`src/include/nabp_macros.svh`:
```
`ifndef NABP_MACROS_SVH
`define NABP_MACROS_SVH

// ~~~~~~~~~~~~~~~~~~~~~~~~~~~~~~
// widths
// ~~~~~~~~~~~~~~~~~~~~~~~~~~~~~~

// sample address within a row
`define NABP_S_LENGTH 4
// unsigned raw sample from host RAM
`define NABP_RAW_LENGTH 12
// signed sample after the ramp filter
`define NABP_FILTERED_LENGTH 16
// angle index
`define NABP_ANGLE_LENGTH 8
// rotation pointer, wide enough for the buffer count
`define NABP_ROTATE_LENGTH 2

// ~~~~~~~~~~~~~~~~~~~~~~~~~~~~~~
// depths and delays
// ~~~~~~~~~~~~~~~~~~~~~~~~~~~~~~

// samples per row
`define NABP_S_DEPTH 16
// address to filtered data: 1 cycle host RAM, 2 cycles filter
`define NABP_FILL_DELAY 3
// rotating buffers
`define NABP_SWAP_COUNT 3

`endif

```
`src/verilog/nabp_pkg.sv`:
```
`default_nettype none

`include "nabp_macros.svh"

package nabp_pkg;

    // sample address, one row of 16
    typedef logic [`NABP_S_LENGTH-1:0] s_addr_t;

    // raw sample as stored by the host
    typedef logic [`NABP_RAW_LENGTH-1:0] raw_t;

    // filtered sample, can go negative
    typedef logic signed [`NABP_FILTERED_LENGTH-1:0] filtered_t;

    // angle index handed to the processors
    typedef logic [`NABP_ANGLE_LENGTH-1:0] angle_t;

    // points at the buffer being filled
    typedef logic [`NABP_ROTATE_LENGTH-1:0] rotate_sel_t;

    // buffer rotation FSM
    typedef enum logic [2:0] {
        ready_s,
        fill_s,
        fill_and_work_s,
        fill_and_work_repeat_s,
        work_1_s,
        work_2_s
    } swap_state_t;

endpackage

`default_nettype wire

```
`src/verilog/swap_port_if.sv`:
```
`timescale 1ns/1ps
`default_nettype none

interface swap_port_if ();

    // fill handshake
    logic fill_kick;
    logic fill_done;

    // host side of the fill
    nabp_pkg::s_addr_t hs_s_val;
    nabp_pkg::filtered_t hs_val;

    // two read ports toward the processors
    nabp_pkg::s_addr_t pr0_s_val;
    nabp_pkg::s_addr_t pr1_s_val;
    nabp_pkg::filtered_t pr0_val;
    nabp_pkg::filtered_t pr1_val;

    // swap control end
    modport control (
        output fill_kick, hs_val, pr0_s_val, pr1_s_val,
        input  fill_done, hs_s_val, pr0_val, pr1_val
    );

    // buffer end
    modport swappable (
        input  fill_kick, hs_val, pr0_s_val, pr1_s_val,
        output fill_done, hs_s_val, pr0_val, pr1_val
    );

endinterface

`default_nettype wire

```
`src/verilog/nabp_ramp_filter.sv`:
```
`timescale 1ns/1ps
`default_nettype none

module nabp_ramp_filter (
    input  logic                clk,
    input  logic                reset_n,
    input  logic                clear,
    input  nabp_pkg::raw_t      raw,
    output nabp_pkg::filtered_t filtered
);

    // tap registers, x[a], x[a-1], x[a-2]
    nabp_pkg::raw_t x_cur;
    nabp_pkg::raw_t x_p1;
    nabp_pkg::raw_t x_p2;

    // zero extended into the signed domain
    nabp_pkg::filtered_t cur_ext;
    nabp_pkg::filtered_t p1_ext;
    nabp_pkg::filtered_t p2_ext;

    assign cur_ext = nabp_pkg::filtered_t'(x_cur);
    assign p1_ext = nabp_pkg::filtered_t'(x_p1);
    assign p2_ext = nabp_pkg::filtered_t'(x_p2);

    // tap stage
    always_ff @(posedge clk)
    begin
        if (reset_n)
        begin
            x_cur <= '0;
            x_p1 <= '0;
            x_p2 <= '0;
        end
        else
        begin
            x_cur <= raw;
            // clear comes with the first sample of a row
            // so history before it reads as zero
            if (clear)
            begin
                x_p1 <= '0;
                x_p2 <= '0;
            end
            else
            begin
                x_p1 <= x_cur;
                x_p2 <= x_p1;
            end
        end
    end

    // sum stage, y = 2x[a] - x[a-1] - x[a-2]
    always_ff @(posedge clk)
    begin
        filtered <= (cur_ext <<< 1) - p1_ext - p2_ext;
    end

endmodule

`default_nettype wire

```
`src/verilog/nabp_filtered_ram_swappable.sv`:
```
`timescale 1ns/1ps
`default_nettype none

`include "nabp_macros.svh"

module nabp_filtered_ram_swappable (
    input logic            clk,
    input logic            reset_n,
    swap_port_if.swappable port
);

    // one filtered row
    nabp_pkg::filtered_t mem [`NABP_S_DEPTH];

    // fill address generator
    logic fill_active;
    nabp_pkg::s_addr_t fill_addr;

    // address follows the data through RAM and filter
    logic [`NABP_FILL_DELAY-1:0] dly_valid;
    nabp_pkg::s_addr_t dly_addr [`NABP_FILL_DELAY];

    // ~~~~~~~~~~~~~~~~~~~~~~~~~~~~~~
    // fill side
    // ~~~~~~~~~~~~~~~~~~~~~~~~~~~~~~

    assign port.hs_s_val = fill_addr;

    // counts 0..15 in the 16 cycles after a kick
    always_ff @(posedge clk)
    begin
        if (reset_n)
        begin
            fill_active <= 1'b0;
            fill_addr <= '0;
        end
        else if (port.fill_kick)
        begin
            fill_active <= 1'b1;
            fill_addr <= '0;
        end
        else if (fill_active)
        begin
            if (fill_addr == nabp_pkg::s_addr_t'(`NABP_S_DEPTH - 1))
                fill_active <= 1'b0;
            else
                fill_addr <= fill_addr + 1'b1;
        end
    end

    // valid bits of the delay line
    always_ff @(posedge clk)
    begin
        if (reset_n)
            dly_valid <= '0;
        else
            dly_valid <= {dly_valid[`NABP_FILL_DELAY-2:0], fill_active};
    end

    // address payload of the delay line
    always_ff @(posedge clk)
    begin
        dly_addr[0] <= fill_addr;
        for (int i = 1; i < `NABP_FILL_DELAY; i++)
            dly_addr[i] <= dly_addr[i-1];
    end

    // write lands with its own address
    always_ff @(posedge clk)
    begin
        if (dly_valid[`NABP_FILL_DELAY-1])
            mem[dly_addr[`NABP_FILL_DELAY-1]] <= port.hs_val;
    end

    // done one cycle after the last write
    always_ff @(posedge clk)
    begin
        if (reset_n)
            port.fill_done <= 1'b0;
        else
            port.fill_done <= dly_valid[`NABP_FILL_DELAY-1]
                && dly_addr[`NABP_FILL_DELAY-1] == nabp_pkg::s_addr_t'(`NABP_S_DEPTH - 1);
    end

    // ~~~~~~~~~~~~~~~~~~~~~~~~~~~~~~
    // read side
    // ~~~~~~~~~~~~~~~~~~~~~~~~~~~~~~

    // two independent registered reads
    always_ff @(posedge clk)
    begin
        port.pr0_val <= mem[port.pr0_s_val];
        port.pr1_val <= mem[port.pr1_s_val];
    end

    // control must not restart this buffer while its row is still arriving
    assert property (@(posedge clk) disable iff (reset_n)
        port.fill_kick |-> !(fill_active || (|dly_valid)))
        else $error("fill kick while a fill is running");

endmodule

`default_nettype wire

```
`src/verilog/nabp_filtered_ram_swap_control.sv`:
```
`timescale 1ns/1ps
`default_nettype none

`include "nabp_macros.svh"

module nabp_filtered_ram_swap_control (
    input  logic                clk,
    input  logic                reset_n,
    // host
    input  nabp_pkg::angle_t    hs_angle,
    input  logic                hs_has_next_angle,
    input  logic                hs_next_angle_ack,
    // from the ramp filter
    input  nabp_pkg::filtered_t hs_val,
    // from the processors
    input  nabp_pkg::s_addr_t   pr0_s_val,
    input  nabp_pkg::s_addr_t   pr1_s_val,
    input  logic                pr_next_angle,
    input  logic                pr_done,
    // to host RAM
    output nabp_pkg::s_addr_t   hs_s_val,
    output logic                hs_next_angle,
    // to the processors
    output nabp_pkg::angle_t    pr_angle,
    output logic                pr_next_angle_ack,
    output nabp_pkg::filtered_t pr0_val,
    output nabp_pkg::filtered_t pr1_val
);

    nabp_pkg::swap_state_t state;
    nabp_pkg::swap_state_t next_state;

    // rotate_sel is the fill buffer, the one behind it is the work buffer
    nabp_pkg::rotate_sel_t rotate_sel;
    nabp_pkg::rotate_sel_t next_sel;
    nabp_pkg::rotate_sel_t work_sel;

    logic rotate;
    logic kick;
    logic in_overlap;
    logic fill_done;
    logic fill_seen;
    logic req_seen;
    logic fill_ok;
    logic req_ok;

    // per buffer
    logic [`NABP_SWAP_COUNT-1:0] kick_vec;
    wire logic [`NABP_SWAP_COUNT-1:0] done_vec;
    wire nabp_pkg::s_addr_t hs_s_val_arr [`NABP_SWAP_COUNT];
    wire nabp_pkg::filtered_t pr0_arr [`NABP_SWAP_COUNT];
    wire nabp_pkg::filtered_t pr1_arr [`NABP_SWAP_COUNT];
    nabp_pkg::angle_t angle_arr [`NABP_SWAP_COUNT];

    // ~~~~~~~~~~~~~~~~~~~~~~~~~~~~~~
    // rotation pointer
    // ~~~~~~~~~~~~~~~~~~~~~~~~~~~~~~

    assign next_sel = (rotate_sel == nabp_pkg::rotate_sel_t'(`NABP_SWAP_COUNT - 1))
        ? '0 : rotate_sel + 1'b1;
    assign work_sel = (rotate_sel == '0)
        ? nabp_pkg::rotate_sel_t'(`NABP_SWAP_COUNT - 1) : rotate_sel - 1'b1;

    // only the fill buffer's done counts
    assign fill_done = done_vec[rotate_sel];
    assign in_overlap = (state == nabp_pkg::fill_and_work_s)
        || (state == nabp_pkg::fill_and_work_repeat_s);

    // either half of a rotation may come first
    assign fill_ok = fill_done || fill_seen;
    assign req_ok = pr_next_angle || req_seen;

    always_comb
    begin
        case (state)
            nabp_pkg::ready_s:
                rotate = hs_next_angle_ack && hs_has_next_angle;
            nabp_pkg::fill_s:
                rotate = fill_ok;
            nabp_pkg::fill_and_work_s, nabp_pkg::fill_and_work_repeat_s:
                rotate = fill_ok && req_ok;
            default:
                rotate = 1'b0;
        endcase
    end

    // new fill only while the host still has angles
    assign kick = rotate && hs_has_next_angle;

    always_comb
    begin
        next_state = state;
        case (state)
            nabp_pkg::ready_s:
                if (rotate)
                    next_state = nabp_pkg::fill_s;
            nabp_pkg::fill_s:
                if (rotate)
                    next_state = kick ? nabp_pkg::fill_and_work_s : nabp_pkg::work_1_s;
            nabp_pkg::fill_and_work_s, nabp_pkg::fill_and_work_repeat_s:
                if (rotate)
                    next_state = kick ? nabp_pkg::fill_and_work_repeat_s : nabp_pkg::work_1_s;
            // last row in work, nothing filling
            nabp_pkg::work_1_s:
                if (pr_done)
                    next_state = nabp_pkg::ready_s;
                else if (pr_next_angle)
                    next_state = nabp_pkg::work_2_s;
            // every row read, wait for the processors to finish
            nabp_pkg::work_2_s:
                if (pr_done)
                    next_state = nabp_pkg::ready_s;
            default:
                next_state = nabp_pkg::ready_s;
        endcase
    end

    always_ff @(posedge clk)
    begin
        if (reset_n)
        begin
            state <= nabp_pkg::ready_s;
            rotate_sel <= '0;
            fill_seen <= 1'b0;
            req_seen <= 1'b0;
        end
        else
        begin
            state <= next_state;
            if (rotate)
                rotate_sel <= next_sel;
            // hold an early half until the other one shows up
            if (rotate)
            begin
                fill_seen <= 1'b0;
                req_seen <= 1'b0;
            end
            else
            begin
                fill_seen <= fill_seen || (fill_done && in_overlap);
                req_seen <= req_seen || (pr_next_angle && in_overlap);
            end
        end
    end

    // ~~~~~~~~~~~~~~~~~~~~~~~~~~~~~~
    // kicks, angles and muxes
    // ~~~~~~~~~~~~~~~~~~~~~~~~~~~~~~

    // kick goes to the buffer that becomes the fill buffer
    always_comb
    begin
        for (int i = 0; i < `NABP_SWAP_COUNT; i++)
            kick_vec[i] = kick && (next_sel == nabp_pkg::rotate_sel_t'(i));
    end

    // angle travels with its buffer
    always_ff @(posedge clk)
    begin
        for (int i = 0; i < `NABP_SWAP_COUNT; i++)
            if (kick_vec[i])
                angle_arr[i] <= hs_angle;
    end

    assign hs_next_angle = kick;
    assign pr_next_angle_ack = rotate && (state != nabp_pkg::ready_s);
    assign hs_s_val = hs_s_val_arr[rotate_sel];
    assign pr_angle = angle_arr[work_sel];
    assign pr0_val = pr0_arr[work_sel];
    assign pr1_val = pr1_arr[work_sel];

    for (genvar i = 0; i < `NABP_SWAP_COUNT; i++)
    begin : gen_buf
        swap_port_if port_if ();

        // filter data and read addresses go to every buffer
        assign port_if.fill_kick = kick_vec[i];
        assign port_if.hs_val = hs_val;
        assign port_if.pr0_s_val = pr0_s_val;
        assign port_if.pr1_s_val = pr1_s_val;
        assign done_vec[i] = port_if.fill_done;
        assign hs_s_val_arr[i] = port_if.hs_s_val;
        assign pr0_arr[i] = port_if.pr0_val;
        assign pr1_arr[i] = port_if.pr1_val;

        nabp_filtered_ram_swappable u_swappable (
            .clk     (clk),
            .reset_n (reset_n),
            .port    (port_if.swappable)
        );
    end

    // pointer only walks the three buffers
    assert property (@(posedge clk) disable iff (reset_n)
        rotate_sel < `NABP_SWAP_COUNT)
        else $error("rotate_sel out of range");

endmodule

`default_nettype wire

```
`src/verilog/nabp_filter_swap_top.sv`:
```
`timescale 1ns/1ps
`default_nettype none

module nabp_filter_swap_top (
    input  logic                clk,
    input  logic                reset_n,
    // host
    input  nabp_pkg::angle_t    hs_angle,
    input  logic                hs_has_next_angle,
    input  logic                hs_next_angle_ack,
    input  nabp_pkg::raw_t      hs_raw,
    // processors
    input  nabp_pkg::s_addr_t   pr0_s_val,
    input  nabp_pkg::s_addr_t   pr1_s_val,
    input  logic                pr_next_angle,
    input  logic                pr_done,
    // to host RAM
    output nabp_pkg::s_addr_t   hs_s_val,
    output logic                hs_next_angle,
    // to processors
    output nabp_pkg::angle_t    pr_angle,
    output logic                pr_next_angle_ack,
    output nabp_pkg::filtered_t pr0_val,
    output nabp_pkg::filtered_t pr1_val
);

    nabp_pkg::filtered_t filtered;

    // kick cycle, then address 0, then sample 0 out of host RAM
    logic [1:0] clear_dly;

    always_ff @(posedge clk)
    begin
        if (reset_n)
            clear_dly <= '0;
        else
            clear_dly <= {clear_dly[0], hs_next_angle};
    end

    // taps clear exactly on the first sample of a row
    nabp_ramp_filter u_filter (
        .clk      (clk),
        .reset_n  (reset_n),
        .clear    (clear_dly[1]),
        .raw      (hs_raw),
        .filtered (filtered)
    );

    nabp_filtered_ram_swap_control u_control (
        .clk               (clk),
        .reset_n           (reset_n),
        .hs_angle          (hs_angle),
        .hs_has_next_angle (hs_has_next_angle),
        .hs_next_angle_ack (hs_next_angle_ack),
        .hs_val            (filtered),
        .pr0_s_val         (pr0_s_val),
        .pr1_s_val         (pr1_s_val),
        .pr_next_angle     (pr_next_angle),
        .pr_done           (pr_done),
        .hs_s_val          (hs_s_val),
        .hs_next_angle     (hs_next_angle),
        .pr_angle          (pr_angle),
        .pr_next_angle_ack (pr_next_angle_ack),
        .pr0_val           (pr0_val),
        .pr1_val           (pr1_val)
    );

endmodule

`default_nettype wire

```
`config.mk`:
```
export PLATFORM = sky130hd
export DESIGN_NAME = nabp_filter_swap_top
export DESIGN_NICKNAME = d
export VERILOG_FILES = /design/src/verilog/nabp_pkg.sv /design/src/verilog/swap_port_if.sv /design/src/verilog/nabp_ramp_filter.sv /design/src/verilog/nabp_filtered_ram_swappable.sv /design/src/verilog/nabp_filtered_ram_swap_control.sv /design/src/verilog/nabp_filter_swap_top.sv
export VERILOG_INCLUDE_DIRS = /design/src /design/src/include
export SDC_FILE = /design/constraint.sdc
export NUM_CORES = 1
export LEC_CHECK = 0
export ABC_AREA = 1
export ABC_CLOCK_PERIOD_IN_PS = 3600
export BUFFER_PORTS_ARGS = -buffer_cell sky130_fd_sc_hd__buf_2
export CAP_MARGIN = 20
export CORE_MARGIN = 2
export CORE_UTILIZATION = 45
export DETAILED_ROUTE_END_ITERATION = 16
export PLACE_DENSITY_LB_ADDON = 0.1
export REMOVE_ABC_BUFFERS = 1
export SLEW_MARGIN = 40
export SYNTH_ARGS = -nofsm -noshare
export SYNTH_HDL_FRONTEND = slang
export SYNTH_SLANG_ARGS = --single-unit
```
`constraint.sdc`:
```
create_clock -name clk -period 3.6 [get_ports clk]
set_input_delay 0.36 -clock clk [delete_from_list [all_inputs] [get_ports clk]]
set_output_delay 0.36 -clock clk [all_outputs]
set_load 0.01 [all_outputs]
```
==> summary.md <==
STA
- **RSZ-0062 raised after global routing** false
- **headroom to the max-slew limit** 44.14%
- **Achievable Freq** 0.3080 GHz
- **Hold Violations, Final** 0
- **Setup TNS** 0 ns
- **number of max-slew violations in the final report** 0
- **post-route clock skew** 0.02594 ns
- **smallest setup slack after layout** 0.3533 ns
- **part of the cycle the worst path needs** 90.19%
- **total of endpoints with negative setup slack in the final report** 0
- **Tightest Pin Transition** 0.8359 ns
- **min Tclk post-route** 3.247 ns

Worst setup path
- **critical-path maximum fanout** 41
- **endpoint type of the worst setup path** primary output
- **required time worst endpoint** 3.24 ns
- **Critical Path AT** 2.89 ns
- **critical path launch point type** flip-flop
- **Worst Path Class, Setup** flip-flop to primary output

Power
- **total chip power** 29.08 mW
- **Worst VDD drop** 435.9 µV
- **power density over the cells** 556.6 nW/µm²
- **LEAKAGE** 19.55 nW

Clock tree
- **post-CTS setup buffers** 0
- **CTS sink count** 1012
- **PostCTS Resize Cnt** 0
- **cell chosen for the clock root** clkbuf_16
- **TritonCTS clock tree** yes
- **maximum clock path buffer count** 3
- **clock transition time at the flip-flop clock pins of the worst setup and hold paths** 0.06 ns
- **CTS buffer count** 110
- **level count of the clock H-tree** 3
- **later-pin clock latency in the skew report** 0.69 ns

Synthesis
- **unique cell type count in the Yosys netlist** 43
- **average cell area after synthesis** 9.908 µm²
- **proportion of netlist area held by the largest area contributor** 51.64%
- **FFs w/ async S/R, synth** 0%
- **number of warnings printed during yosys synthesis** 0
- **EDFF count, synth** 792
- **total standard cell area after synthesis** 46050 µm²
- **commonest register cell after synthesis** edfxtp_1
- **number of synthesized register bits** 1012
- **most used standard cell by instance count after synthesis** edfxtp_1
- **cells after synthesis** 4648
- **sequential area share after synthesis** 61.21%
- **largest area contributor in the synthesized netlist** edfxtp_1
- **leading cell types by count after synthesis** edfxtp_1 (792), o21ai_0 (632), a21oi_1 (614), nand2_1 (614), inv_1 (505)
- **dominant cells by area after synthesis** edfxtp_1 (52%), dfxtp_1 (9.6%), o21ai_0 (6.9%), a21oi_1 (6.7%), nand2_1 (5.0%)

Run status
- **outcome** finished, final reports clean

Final layout
- **synthesis-to-finish area growth** 13.45%
- **number of nets in the finished design** 4722
- **Final Instance Count excl. Fillers** 6120
- **Antenna Cells** 0
- **summed area of non-filler cells in the final layout** 52250 µm²
- **ratio of cells with drive above 1 in the final layout** 9.933%
- **layout filler cell count** 9187

Floorplanning
- **starting density of the core** 45.33%
- **count of boundary I/O pins** 80
- **height of the die** 323.9 µm
- **Core Rows** 117
- **width of the chip** 323.9 µm
- **core area** 101600 µm²
- **area of the die** 104900 µm²

Route
- **First DRT Iteration DRCs** 3960
- **antenna violation net count after detailed routing** 0
- **post-detailed-route via-to-cell ratio** 5.667
- **# DRC** 0
- **via count** 34680
- **mean routed wirelength per cell** 22.41 µm
- **final routed wirelength across all metal layers** 137.1 mm
- **detailed-router iteration count before antenna repair** 6

Placement
- **buffers added on ports** 79
- **Post-DP Area** 48240 µm²
- **final HPWL from detailed placement** 81.02 mm
- **final estimated routing congestion in global placement** 0.8331
- **post-placement worst setup slack** 0.7900 ns
- **placed cell count** 5887

Global routing
- **pin count of the biggest net entering global routing** 135
- **initial antenna violation count** 9
- **via count of the first global-routing pass** 32310
- **first-pass GRT wire length** 203.5 mm
- **Global Route Usage Sum** 25.92%
- **Congestion Overflow GR** 0

Flow run
- **Maximum Capacitance Violations** 0

Worst hold path
- **min-delay worst type** input pin to flip-flop

state kept, by name, summed over array words and instances, names as in the netlist:
register	count
u_control.gen_buf.u_swappable.port.pr0_val	48
u_control.state	3
clear_dly	2
u_control.fill_seen	1
u_control.gen_buf.u_swappable.dly_addr	36
u_control.gen_buf.u_swappable.dly_valid	9
u_control.gen_buf.u_swappable.port.fill_done	3
u_filter.x_p1	12
u_filter.x_cur	12
u_filter.x_p2	12
u_control.angle_arr	24
u_control.gen_buf.u_swappable.port.hs_s_val	12
u_control.req_seen	1
u_control.rotate_sel	2
u_control.gen_buf.u_swappable.fill_active	3
u_control.gen_buf.u_swappable.mem	768
u_filter.filtered	16
u_control.gen_buf.u_swappable.port.pr1_val	48
worst max-delay path, cell delays in order, from the launching register on:
cell and delay (ns):
dfxtp_1 0.45, inv_2 0.16, ha_4 0.66, buf_4 0.45
o21ai_0 0.15, o22ai_1 0.15, buf_2 0.16
timing repair:
action | in CTS | in global routing
setup endpoints to repair | 0 | 0
hold endpoints to repair | 40 | 0
hold buffers | 23 | 0
routing by layer:
metal,wire (µm),vias to the layer above,track usage (%)
met3,8240,273,3.384
li1,-,16510,-
met1,60430,16720,36.30
met2,63650,1185,41.51
met5,0,-,0
met4,4814,0,9.126
cell type report:
class / count / area [µm²] / area share (%)
multi-input combinational: 2779 / 14500 / 27.76
tap: 1368 / 1712 / 3.276
clock buffer: 157 / 3261 / 6.241
clock inverter: 52 / 478.0 / 0.9148
inverter: 512 / 1932 / 3.698
timing repair buffer: 240 / 2172 / 4.157
sequential: 1012 / 28190 / 53.96
cell families (layout without fill, tap and decap cells):
kind of cell / after synthesis / count (layout) / synth area share, %
adders and majority gates: 33 / 33 / 0.9292
xor gates and xnor gates: 20 / 20 / 0.3804
DFF: 1012 / 1012 / 61.21
and+or+nand+nor: 1123 / 1123 / 10.27
AOI/OAI and AO/OA: 1603 / 1603 / 19.44
buffers and inverters: 857 / 961 / 7.773
layout by cell type (no fill, tap or decap), types with 9 or more instances in the layout:
cell type      count
edfxtp_1         792
nor2_4            11
clkbuf_8          14
a21oi_1          614
clkbuf_1          24
a31oi_1            9
o21ai_0          632
o211ai_1         188
dlygate4sd3_1     23
nor2_1           112
nor2_2            30
clkinv_2          16
o221ai_1          82
clkinv_1          12
nand3_1          318
o21ai_1           16
ha_1              29
clkbuf_16        119
nand2_1          614
dfxtp_1          219
buf_12            28
xor2_1            14
buf_2             71
o22ai_1           48
inv_1            504
buf_4            106
nor3_2            10
path summary, 6_finish.rpt:
check        slack [ns]  cells past startpoint                                          endpoint                                            start
min                0.12                      2     u_control.gen_buf[2].u_swappable.dly_valid[1]                                          reset_n
min reg2reg        0.32                      0  u_control.gen_buf[2].u_swappable.dly_addr[0][10]  u_control.gen_buf[2].u_swappable.dly_addr[0][6]
max                0.35                      6                                       pr1_val[11]                          u_control.rotate_sel[0]
max reg2reg        0.76                     15                             u_filter.filtered[10]                                 u_filter.x_p1[2]
stage by stage:
stage / util, % / hold WS, ns
5_1_grt: 51.43 / 0.1200
6_report: 51.43 / 0.1160
4_1_cts: 51.39 / 0.07623
3_5_place_dp: 47.49 / 0.3121
3_3_place_gp: 47.34 / 0.3122
2_1_floorplan: - / 0.3096
where the power goes:
group          switching (mW)  total, mW  internal [mW]
clock network            4.71       11.5           6.81
registers               0.147       14.0           13.8
logic                    2.69       3.58          0.889
(Power assumes the default switching activity.)
